## config.mk

```make
export PLATFORM = sky130hd
export DESIGN_NAME = bp_ras_top
export DESIGN_NICKNAME = d
export VERILOG_FILES = /design/src/source/bp_pkg.sv /design/src/source/ras.sv /design/src/source/ret_predecode.sv /design/src/source/next_pc_select.sv /design/src/source/bp_ras_top.sv
export VERILOG_INCLUDE_DIRS = /design/src /design/src/include
export SDC_FILE = /design/constraint.sdc
export NUM_CORES = 2
export LEC_CHECK = 0
export BUFFER_PORTS_ARGS = -buffer_cell sky130_fd_sc_hd__buf_2
export CORE_MARGIN = 4
export CORE_UTILIZATION = 35
export CTS_CLUSTER_DIAMETER = 60
export DETAILED_ROUTE_END_ITERATION = 6
export HOLD_SLACK_MARGIN = 0.08
export PLACE_DENSITY = 0.6
export SLEW_MARGIN = 30
export SYNTH_ARGS = -nofsm -noshare
export SYNTH_HDL_FRONTEND = slang
export SYNTH_SLANG_ARGS = --single-unit
```

## constraint.sdc

```tcl
create_clock -name clk -period 3.78 [get_ports clk]
set_clock_uncertainty 0.15 [all_clocks]
set_input_delay 0.378 -clock clk [delete_from_list [all_inputs] [get_ports clk]]
set_output_delay 0.378 -clock clk [all_outputs]
set_load 0.005 [all_outputs]
```

## src/include/bp_cfg.svh

```systemverilog
`ifndef BP_CFG_SVH
`define BP_CFG_SVH

// depth of both return address stacks.
`define BP_RAS_ENTRIES 8

// virtual address width.
`define BP_VADDR_W 32

`endif

```

## src/source/bp_pkg.sv

```systemverilog
`default_nettype none

`include "bp_cfg.svh"

package bp_pkg;

    typedef logic [`BP_VADDR_W-1:0] virt_t;

    typedef struct packed {
        logic  valid;
        virt_t data;
    } ras_t;

    // jal immediate is scattered over the upper 20 bits.
    typedef struct packed {
        logic       imm20;
        logic [9:0] imm10_1;
        logic       imm11;
        logic [7:0] imm19_12;
        logic [4:0] rd;
        logic [6:0] opcode;
    } j_insn_t;

    typedef struct packed {
        logic [11:0] imm12;
        logic [4:0]  rs1;
        logic [2:0]  funct3;
        logic [4:0]  rd;
        logic [6:0]  opcode;
    } i_insn_t;

    typedef union packed {
        j_insn_t j;
        i_insn_t i;
    } insn_u;

    typedef enum logic [1:0] {
        kind_seq,
        kind_call,
        kind_ret,
        kind_coret
    } br_kind_e;

    typedef struct packed {
        logic     push;
        logic     pop;
        virt_t    link;
        virt_t    target;
        br_kind_e kind;
    } ras_op_t;

    typedef struct packed {
        logic     valid;
        virt_t    pc;
        br_kind_e kind;
    } pred_t;

    localparam logic [6:0] opc_jal  = 7'b1101111;
    localparam logic [6:0] opc_jalr = 7'b1100111;

endpackage

`default_nettype wire

```

## src/source/ras.sv

```systemverilog
`timescale 1ns/1ns
`default_nettype none

`include "bp_cfg.svh"

module ras #(
    parameter int entries_num = `BP_RAS_ENTRIES
) (
    input  logic          clk,
    input  logic          reset,
    input  logic          flush,
    input  logic          push_req,
    input  logic          pop_req,
    input  bp_pkg::virt_t push_data,
    input  logic          commit_push_req,
    input  logic          commit_pop_req,
    input  bp_pkg::virt_t commit_push_data,
    output bp_pkg::ras_t  ras_top
);

    import bp_pkg::*;

    // entry 0 is the top of the stack.
    typedef ras_t [entries_num-1:0] stack_t;

    stack_t spec_q;
    stack_t spec_nxt;
    stack_t commit_q;
    stack_t commit_nxt;

    // next state of one stack for a single cycle of requests.
    function automatic stack_t stack_next(
        input stack_t cur,
        input logic   push,
        input logic   pop,
        input virt_t  din
    );
        stack_t nxt;
        nxt = cur;
        if (push && pop) begin
            // co-routine swap, top replaced in place.
            nxt[0].valid = 1'b1;
            nxt[0].data  = din;
        end else if (push) begin
            // oldest entry falls off the bottom when full.
            nxt[entries_num-1:1] = cur[entries_num-2:0];
            nxt[0].valid         = 1'b1;
            nxt[0].data          = din;
        end else if (pop) begin
            nxt[entries_num-2:0]     = cur[entries_num-1:1];
            nxt[entries_num-1].valid = 1'b0;
            nxt[entries_num-1].data  = '0;
        end
        return nxt;
    endfunction

    always_comb begin
        spec_nxt   = stack_next(spec_q, push_req, pop_req, push_data);
        commit_nxt = stack_next(commit_q, commit_push_req, commit_pop_req,
                                commit_push_data);
    end

    // on flush the speculative copy takes the committed copy, including
    // this cycle's retire update; the fetch update is dropped.
    always_ff @(posedge clk) begin
        if (reset) begin
            spec_q <= '0;
        end else if (flush) begin
            spec_q <= commit_nxt;
        end else begin
            spec_q <= spec_nxt;
        end
    end

    always_ff @(posedge clk) begin
        if (reset) begin
            commit_q <= '0;
        end else begin
            commit_q <= commit_nxt;
        end
    end

    assign ras_top = spec_q[0];

endmodule

`default_nettype wire

```

## src/source/ret_predecode.sv

```systemverilog
`timescale 1ns/1ns
`default_nettype none

module ret_predecode (
    input  logic            valid,
    input  bp_pkg::virt_t   pc,
    input  bp_pkg::insn_u   insn,
    output bp_pkg::ras_op_t op
);

    import bp_pkg::*;

    logic              is_jal;
    logic              is_jalr;
    logic              rd_link;
    logic              rs1_link;
    logic signed [20:0] j_imm;
    virt_t             link_addr;
    virt_t             jal_target;

    // x1 and x5 are the link registers.
    function automatic logic is_link(input logic [4:0] r);
        return (r == 5'd1) || (r == 5'd5);
    endfunction

    assign is_jal  = insn.j.opcode == opc_jal;
    assign is_jalr = (insn.i.opcode == opc_jalr) && (insn.i.funct3 == 3'b000);

    // rd sits in the same bits in both views.
    assign rd_link  = is_link(insn.i.rd);
    assign rs1_link = is_link(insn.i.rs1);

    assign j_imm = {insn.j.imm20, insn.j.imm19_12, insn.j.imm11,
                    insn.j.imm10_1, 1'b0};

    assign link_addr  = pc + virt_t'(4);
    assign jal_target = pc + virt_t'(j_imm);

    always_comb begin
        op.push   = 1'b0;
        op.pop    = 1'b0;
        op.kind   = kind_seq;
        op.link   = link_addr;
        // a jalr call has no known target, so it falls through.
        op.target = is_jal ? jal_target : link_addr;

        if (valid) begin
            if (is_jal) begin
                if (rd_link) begin
                    op.push = 1'b1;
                    op.kind = kind_call;
                end
            end else if (is_jalr) begin
                if (rd_link && rs1_link) begin
                    op.push = 1'b1;
                    op.pop  = 1'b1;
                    op.kind = kind_coret;
                end else if (rd_link) begin
                    op.push = 1'b1;
                    op.kind = kind_call;
                end else if ((insn.i.rd == 5'd0) && rs1_link) begin
                    op.pop  = 1'b1;
                    op.kind = kind_ret;
                end
            end
        end
    end

endmodule

`default_nettype wire

```

## src/source/next_pc_select.sv

```systemverilog
`timescale 1ns/1ns
`default_nettype none

module next_pc_select (
    input  logic            clk,
    input  logic            reset,
    input  logic            fetch_valid,
    input  logic            flush,
    input  bp_pkg::ras_op_t op,
    input  bp_pkg::ras_t    ras_top,
    output bp_pkg::pred_t   pred
);

    import bp_pkg::*;

    virt_t    next_pc;
    logic     pred_valid_q;
    virt_t    pred_pc_q;
    br_kind_e pred_kind_q;

    // ras_top is still the value before this instruction's own update.
    always_comb begin
        unique case (op.kind)
            kind_ret, kind_coret: begin
                next_pc = ras_top.valid ? ras_top.data : op.link;
            end
            kind_call: begin
                next_pc = op.target;
            end
            default: begin
                next_pc = op.link;
            end
        endcase
    end

    always_ff @(posedge clk) begin
        if (reset) begin
            pred_valid_q <= 1'b0;
        end else begin
            pred_valid_q <= fetch_valid && !flush;
        end
    end

    always_ff @(posedge clk) begin
        pred_pc_q   <= next_pc;
        pred_kind_q <= op.kind;
    end

    assign pred.valid = pred_valid_q;
    assign pred.pc    = pred_pc_q;
    assign pred.kind  = pred_kind_q;

endmodule

`default_nettype wire

```

## src/source/bp_ras_top.sv

```systemverilog
`timescale 1ns/1ns
`default_nettype none

module bp_ras_top (
    input  logic          clk,
    input  logic          reset,
    input  logic          fetch_valid,
    input  bp_pkg::virt_t fetch_pc,
    input  bp_pkg::insn_u fetch_insn,
    input  logic          retire_valid,
    input  bp_pkg::virt_t retire_pc,
    input  bp_pkg::insn_u retire_insn,
    input  logic          flush,
    output bp_pkg::pred_t pred
);

    import bp_pkg::*;

    ras_op_t fetch_op;
    ras_op_t retire_op;
    ras_t    ras_top;

    ret_predecode u_fetch_dec (
        .valid (fetch_valid),
        .pc    (fetch_pc),
        .insn  (fetch_insn),
        .op    (fetch_op)
    );

    ret_predecode u_retire_dec (
        .valid (retire_valid),
        .pc    (retire_pc),
        .insn  (retire_insn),
        .op    (retire_op)
    );

    ras u_ras (
        .clk              (clk),
        .reset            (reset),
        .flush            (flush),
        .push_req         (fetch_op.push),
        .pop_req          (fetch_op.pop),
        .push_data        (fetch_op.link),
        .commit_push_req  (retire_op.push),
        .commit_pop_req   (retire_op.pop),
        .commit_push_data (retire_op.link),
        .ras_top          (ras_top)
    );

    next_pc_select u_next_pc (
        .clk         (clk),
        .reset       (reset),
        .fetch_valid (fetch_valid),
        .flush       (flush),
        .op          (fetch_op),
        .ras_top     (ras_top),
        .pred        (pred)
    );

endmodule

`default_nettype wire

```

# Word level (Yosys, flattened, before mapping)

Index checks and enable logic that the tools add are counted.
Widths: inputs -> output; s select.

Output and inout port bits: 35
Logic and storage cells: 111
Input bits: 133
Register bits: 563

Equal/unequal tests: 16
Multiplexer cells: 35
Reduce and logical (&&, ||, !) cells: 22
Add/subtract/negate cells: 3

Operator list:

| operator              | count |
|---|---|
| $mux 264              | 5 |
| $mux 231              | 2 |
| $mux 33               | 2 |
| $add 32x3->32 const B | 2 |
| $mux 32               | 2 |
| $pmux 32 s2           | 1 |
| $add 32x32->32        | 1 |
| $eq 7x7->1 const B    | 4 |
| $mux 2                | 12 |
| $eq 5x1->1 const B    | 4 |
| $eq 5x3->1 const B    | 4 |
| $mux 1                | 11 |
| $logic_not 5->1       | 2 |
| $logic_and 1x1->1     | 9 |
| $logic_not 3->1       | 2 |
| $eq 2x2->1 const B    | 2 |
| $logic_or 1x1->1      | 4 |
| $reduce_bool 4->1     | 1 |
| $reduce_bool 3->1     | 1 |
| $eq 2x1->1 const B    | 1 |
| $ne 2x2->1 const B    | 1 |
| $reduce_and 2->1      | 1 |
| $reduce_or 2->1       | 1 |
| $logic_not 1->1       | 1 |

# Longest topological paths before layout

Depth in word-level cells: 13
Mapped depth: 12
Mapped depth without buffers: 9

# Modules after synthesis

A second synthesis with hierarchy kept.

Cells, all modules: 3432
Area, all modules: 31798.0 µm²

Modules (own cells, without submodules):

| module                        | area an instance (µm²) | cells each | instances |
|---|---|---|---|
| ras                           | 24523.5                | 2456       | 1 |
| ret_predecode at u_fetch_dec  | 2834.0                 | 435        | 1 |
| ret_predecode at u_retire_dec | 2608.8                 | 396        | 1 |
| next_pc_select                | 1831.8                 | 145        | 1 |

# Least setup slack after synthesis

Ideal clock, no wire load.

Kind: input -> register
Start: in retire_insn[10] in the netlist's numbering
End: reg u_ras.spec_q[237] in the netlist's numbering
Arrival time: 2.675 ns
Cell stages on the path: 10
Data required time: 3.488 ns
Setup time: 0.142 ns
Buffers on the path: 3
Path slack: 0.813 ns
Path through: or4b_1 > or4_4 > or3_4 > buf_6 > and2_1 > buf_2 > buf_2 > a22oi_1 > nand2b_1 > a311oi_1

Cells in the longest elaborated chain, start to end: 12

Ends and longest elaborated chain:

| what                 | RTL line            | source |
|---|---|---|
| from (decl)          | bp_ras_top.sv:12    | `input bp_pkg::insn_u retire_insn,` |
| $logic_not 5->1      | ret_predecode.sv:61 | `end else if ((insn.i.rd == 5'd0) && rs1_link) begin` |
| $logic_and 1x1->1    | ret_predecode.sv:61 |  |
| $mux 1               | ret_predecode.sv:61 |  |
| $mux 1               | ret_predecode.sv:58 | `end else if (rd_link) begin` |
| $mux 2               | ret_predecode.sv:54 | `if (rd_link && rs1_link) begin` |
| $mux 2               | ret_predecode.sv:53 | `end else if (is_jalr) begin` |
| $mux 1               | ret_predecode.sv:48 | `if (is_jal) begin` |
| $mux 2 (*)           | ret_predecode.sv:47 | `if (valid) begin` |
| $mux 264             | ras.sv:49           | `end else if (pop) begin` |
| $mux 264             | ras.sv:44           | `end else if (push) begin` |
| $mux 231 (*)         | ras.sv:40           | `if (push && pop) begin` |
| $mux 264 (*)         | ras.sv:68           | `end else if (flush) begin` |
| to (signal assigned) | ras.sv:69           | `spec_q <= commit_nxt;` |
| to (signal assigned) | ras.sv:71           | `spec_q <= spec_nxt;` |
| to (decl)            | ras.sv:26           | `stack_t spec_q;` |

Every way passes the cells marked *; elsewhere a longest branch is shown, timed or not.
A chain may end at the register's enable or synchronous reset.

# Final worst setup path

Start: in fetch_pc[1]
End: reg u_next_pc.pred_pc_q[31]

Cells in the longest elaborated chain, start to end: 3

Ends and longest elaborated chain:

| what                                            | RTL line                                  | source |
|---|---|---|
| from (decl)                                     | bp_ras_top.sv:8                           | `input bp_pkg::virt_t fetch_pc,` |
| $add 32x3->32 or $add 32x32->32 (tied branches) | ret_predecode.sv:36, ret_predecode.sv:37  |  |
| $mux 32 (on tied branches)                      | ret_predecode.sv:45, next_pc_select.sv:25 |  |
| $pmux 32 s2 (*)                                 | next_pc_select.sv:23                      | `unique case (op.kind)` |
| via u_next_pc.next_pc[31]                       | next_pc_select.sv:16                      | `virt_t next_pc;` |
| to (signal assigned)                            | next_pc_select.sv:45                      | `pred_pc_q <= next_pc;` |
| to (decl)                                       | next_pc_select.sv:18                      | `virt_t pred_pc_q;` |

Mark *: on every way through the listed nets, which the timed path passes. The rest lies on a longest branch.

==> impl_results.rst <==
.. list-table::
   :header-rows: 1

   * - Metric
     - Value
   * - Number of synthesized flops with an enable pin
     - 0
   * - DIE WIDTH
     - ~290 um
   * - Vertical die dimension
     - slightly below 300 um
   * - Number of port buffers
     - 154
   * - FF+latch count, synth
     - 563
   * - CP max FO
     - 5
   * - Multi-input gate area
     - roughly 0.016 mm^2
   * - Synthesized netlist net count
     - 3505
   * - Total via count after detailed routing
     - 25600
   * - Antenna Violating Nets Remaining
     - 0
   * - Number of setup buffers added after CTS
     - 0
   * - Proportion of synthesized flip-flops having asynchronous set or reset
     - 0%
   * - Starting Density
     - between 30% and 40%
   * - Ys Warns
     - 0
   * - Setup total negative slack
     - 0 ns
   * - Share of post-route cells with drive strength above 1
     - 10.51%
   * - Final hold vios
     - 0
   * - Area of the placeable core
     - roughly 0.079 mm^2
   * - Grt ovf
     - 0
   * - Reg-to-Reg Start
     - u_ras.ras_top[32]
   * - First-pass iteration count of the detailed router
     - 6
   * - Post-DP HPWL
     - about 56000 um
   * - PwrDens
     - 410.2 mW/mm^2
   * - Total Routed Length
     - 88680 um
   * - Critical setup path kind
     - input port to flop
   * - CTS Buffer Depth
     - 3
   * - Setup-failing EPs final
     - 0
   * - Root Buffer
     - sky130_fd_sc_hd__clkbuf_16
   * - Class of the most critical hold timing path
     - input port to flop
   * - Drt drc
     - 0
   * - Netlist area before placement
     - 0.02813 mm^2
   * - Std-Cell Rows
     - 103
   * - Transition time at the pin with the least slew margin
     - 0.9812 ns
   * - Boundary pin count
     - 168
   * - Number of distinct library cells after synthesis
     - 67
   * - Number of instances in the synthesized netlist
     - 3339
   * - Dominant register cell in the synthesized netlist
     - sky130_fd_sc_hd__dfxtp_1
   * - Final worst-path cycle share
     - 86.57%
   * - Timing startpoint of the critical path
     - fetch_pc[1]
   * - Overall routing resource usage
     - 19.72%
   * - Clock tree from TritonCTS
     - done
   * - Htree depth
     - 2
   * - Number of design-rule violations left by the first detailed-router iteration
     - between 1500 and 2000
   * - Clock Pin Slew Worst Setup and Hold Paths
     - about 0.060 ns
   * - Number of CTS-inserted buffers
     - 58
   * - Result of the run
     - finished, final reports clean
   * - Sequential cell area
     - 0.01127 mm^2
   * - Leakage power
     - 11.83 nW
   * - Fin util
     - 40.32%
   * - Data required time of the critical path
     - about 4.1 ns
   * - Largest net degree at the start of global routing
     - 154
   * - Via count of the first global-routing pass
     - around 24000
   * - Area share of the largest cell type after synthesis
     - 40.07%
   * - Hold Crit Depth
     - 4
   * - Clock sink count
     - approximately 560
   * - Number of antenna violations at the first check in global routing
     - 3
   * - Setup repair after global routing missed its margin
     - no
   * - Share of synthesized area occupied by flip-flops and latches
     - 40.07%
   * - Launching element type of the critical path
     - input port
   * - VDD IR max
     - 0.0003375 V
   * - Arr. time, crit path
     - 3.59 ns
   * - Total Nets Final
     - 3514
   * - Area growth from synthesis to layout
     - 13.62%
   * - Post-Synthesis Mean Instance Area
     - 8.424 um^2
   * - Number of max-cap violations
     - 0
   * - Maximum clock rate
     - 0.3056 GHz
   * - Hold Path Origin
     - retire_pc[31]
   * - Routability congestion estimate
     - 0.9680
   * - Biggest area contributors in the synthesized netlist
     - sky130_fd_sc_hd__dfxtp_1 40%, sky130_fd_sc_hd__a22o_1 6.2%, sky130_fd_sc_hd__o22a_1 6.2%
   * - Minimum period implied by the final worst setup slack
     - 3.273 ns
   * - Fillcell total
     - between 8000 and 9000
   * - Wire length of the first global-routing pass
     - 138000 um
   * - Source-to-sink clock delay at the later pin of the worst-skew pair
     - 0.62 ns
   * - Die Area
     - 0.08497 mm^2
   * - Nature of the critical path endpoint
     - flop
   * - Worst slew margin relative to its limit
     - 34.34%
   * - Worst reg-to-reg path cell count
     - 6
   * - Wire length per cell after detailed routing
     - roughly 20 um
   * - Most area-hungry cell type in the Yosys netlist
     - sky130_fd_sc_hd__dfxtp_1
   * - Number of pins exceeding their max-slew limit in the final report
     - 0
   * - Number of vias per cell
     - 5.768
==> layer usage <==
metal	vias up	global-route usage, %	wire, um
li1	12360	-	-
met1	12470	27.85	41060
met2	668	32.40	41090
met3	111	2.205	4700
met4	0	4.442	1829
met5	-	0	0
==> sequential cells by signal (all words and copies together) (netlist names) <==
signal and cells:
u_ras.commit_q 264, u_ras.spec_q 231, u_ras.ras_top 33, u_next_pc.pred_pc_q 32, u_next_pc.pred_kind_q 2, u_next_pc.pred_valid_q 1
==> logic make-up after synthesis <==
logic type / Yosys count / share of synthesized area, %
AND/OR/NAND/NOR: 951 / 16.24
multiplexers: 58 / 2.135
adder cells (fa/ha/maj): 33 / 1.495
XOR/XNOR: 79 / 2.460
AO/OA/AOI/OAI: 1334 / 32.65
flip-flops: 563 / 40.07
buffers and inverters: 321 / 4.946
==> cells in the mapped netlist, types with 14 or more instances <==
master / count
sky130_fd_sc_hd__dfxtp_1: 563
sky130_fd_sc_hd__nor2_1: 351
sky130_fd_sc_hd__a21oi_1: 268
sky130_fd_sc_hd__clkbuf_1: 227
sky130_fd_sc_hd__a211oi_1: 226
sky130_fd_sc_hd__and2_1: 209
sky130_fd_sc_hd__a22o_1: 200
sky130_fd_sc_hd__o22a_1: 198
sky130_fd_sc_hd__nand2_1: 187
sky130_fd_sc_hd__o21ai_0: 159
sky130_fd_sc_hd__o21ai_1: 120
sky130_fd_sc_hd__nand3_1: 60
sky130_fd_sc_hd__a22oi_1: 50
sky130_fd_sc_hd__xnor2_1: 46
sky130_fd_sc_hd__mux2i_1: 42
sky130_fd_sc_hd__buf_2: 40
sky130_fd_sc_hd__nand2b_1: 33
sky130_fd_sc_hd__xor2_1: 33
sky130_fd_sc_hd__ha_1: 32
sky130_fd_sc_hd__nand4_1: 29
sky130_fd_sc_hd__a311oi_1: 23
sky130_fd_sc_hd__a21o_1: 21
sky130_fd_sc_hd__nor3_1: 21
sky130_fd_sc_hd__buf_1: 17
sky130_fd_sc_hd__buf_6: 17
sky130_fd_sc_hd__inv_1: 17
sky130_fd_sc_hd__mux2_2: 16
sky130_fd_sc_hd__o22ai_1: 14
==> report_power, final <==
group | internal (mW) | switching, mW | leakage, nW
clock | 3.28 | 2.46 | 0.909
sequential | 6.06 | 0.0848 | 4.57
combinational | 0.492 | 0.731 | 6.34
==> area by class of cell <==
class / count / share of cell area [%]
Multi-Input combinational cell: 2455 / 48.74
Inverter: 17 / 0.1997
Antenna cell: 2 / 0.01566
Timing Repair Buffer: 253 / 5.880
Clock inverter: 16 / 0.6382
Tap cell: 1050 / 4.111
Clock buffer: 83 / 5.152
Sequential cell: 563 / 35.27
==> stage by stage <==
stage                     std cells  worst slack (ns)  hold WS, ns  cell area (um^2)  power (mW)
final                          4439            0.5075       0.1183             31960       13.11
after global routing           4439            0.3846       0.1060             31960       13.59
after CTS                      4437            0.6252      0.08002             31950       13.21
after detailed placement       4318            0.3250       0.3269             29900       7.466
after global placement         4317            0.2908       0.3195             29870       7.452
after floorplan                3339            0.8126       0.3052             28130       7.070
==> cells in the final DEF, fill, tap and decap left out, types with 17 or more instances in the layout <==
cell type / netlist / layout
sky130_fd_sc_hd__buf_2: 40 / 152
sky130_fd_sc_hd__o22a_1: 198 / 198
sky130_fd_sc_hd__a21oi_1: 268 / 268
sky130_fd_sc_hd__nor2_1: 351 / 346
sky130_fd_sc_hd__inv_1: 17 / 17
sky130_fd_sc_hd__dlygate4sd3_1: 0 / 20
sky130_fd_sc_hd__dfxtp_1: 563 / 563
sky130_fd_sc_hd__nand2b_1: 33 / 31
sky130_fd_sc_hd__mux2i_1: 42 / 42
sky130_fd_sc_hd__and2_1: 209 / 209
sky130_fd_sc_hd__clkbuf_16: 0 / 59
sky130_fd_sc_hd__nor3_1: 21 / 21
sky130_fd_sc_hd__xor2_1: 33 / 33
sky130_fd_sc_hd__o21ai_0: 159 / 159
sky130_fd_sc_hd__nand4_1: 29 / 29
sky130_fd_sc_hd__buf_12: 0 / 22
sky130_fd_sc_hd__a311oi_1: 23 / 23
sky130_fd_sc_hd__ha_1: 32 / 32
sky130_fd_sc_hd__a211oi_1: 226 / 226
sky130_fd_sc_hd__xnor2_1: 46 / 46
sky130_fd_sc_hd__nand3_1: 60 / 59
sky130_fd_sc_hd__buf_4: 2 / 56
sky130_fd_sc_hd__a22o_1: 200 / 200
sky130_fd_sc_hd__a21o_1: 21 / 21
sky130_fd_sc_hd__a22oi_1: 50 / 50
sky130_fd_sc_hd__o21ai_1: 120 / 120
sky130_fd_sc_hd__nand2_1: 187 / 186
==> worst max-delay path, stage by stage <==
cell and delay (ns):
sky130_fd_sc_hd__dlygate4sd3_1 0.54, sky130_fd_sc_hd__buf_2 0.16, sky130_fd_sc_hd__ha_1 0.24, sky130_fd_sc_hd__fa_1 0.42
sky130_fd_sc_hd__a211oi_1 0.34, sky130_fd_sc_hd__nor4_1 0.10, sky130_fd_sc_hd__nor2_1 0.26, sky130_fd_sc_hd__a21oi_1 0.25
sky130_fd_sc_hd__o21ai_0 0.53, sky130_fd_sc_hd__mux2i_1 0.27, sky130_fd_sc_hd__o211ai_1 0.10
==> final timing paths <==
kind,end,slack (ns)
worst max-delay path,u_next_pc.pred_pc_q[31],0.51
worst max register to register,u_next_pc.pred_pc_q[9],1.25
worst min-delay path,u_ras.commit_q[31],0.12
worst min register to register,u_ras.spec_q[232],0.34
==> repair_timing <==
action                    in CTS  in global routing
hold buffers                  20                  0
hold endpoints to repair      67                  0
resized for setup              0                  0
Note: power is estimated with default switching activity, not from simulation.
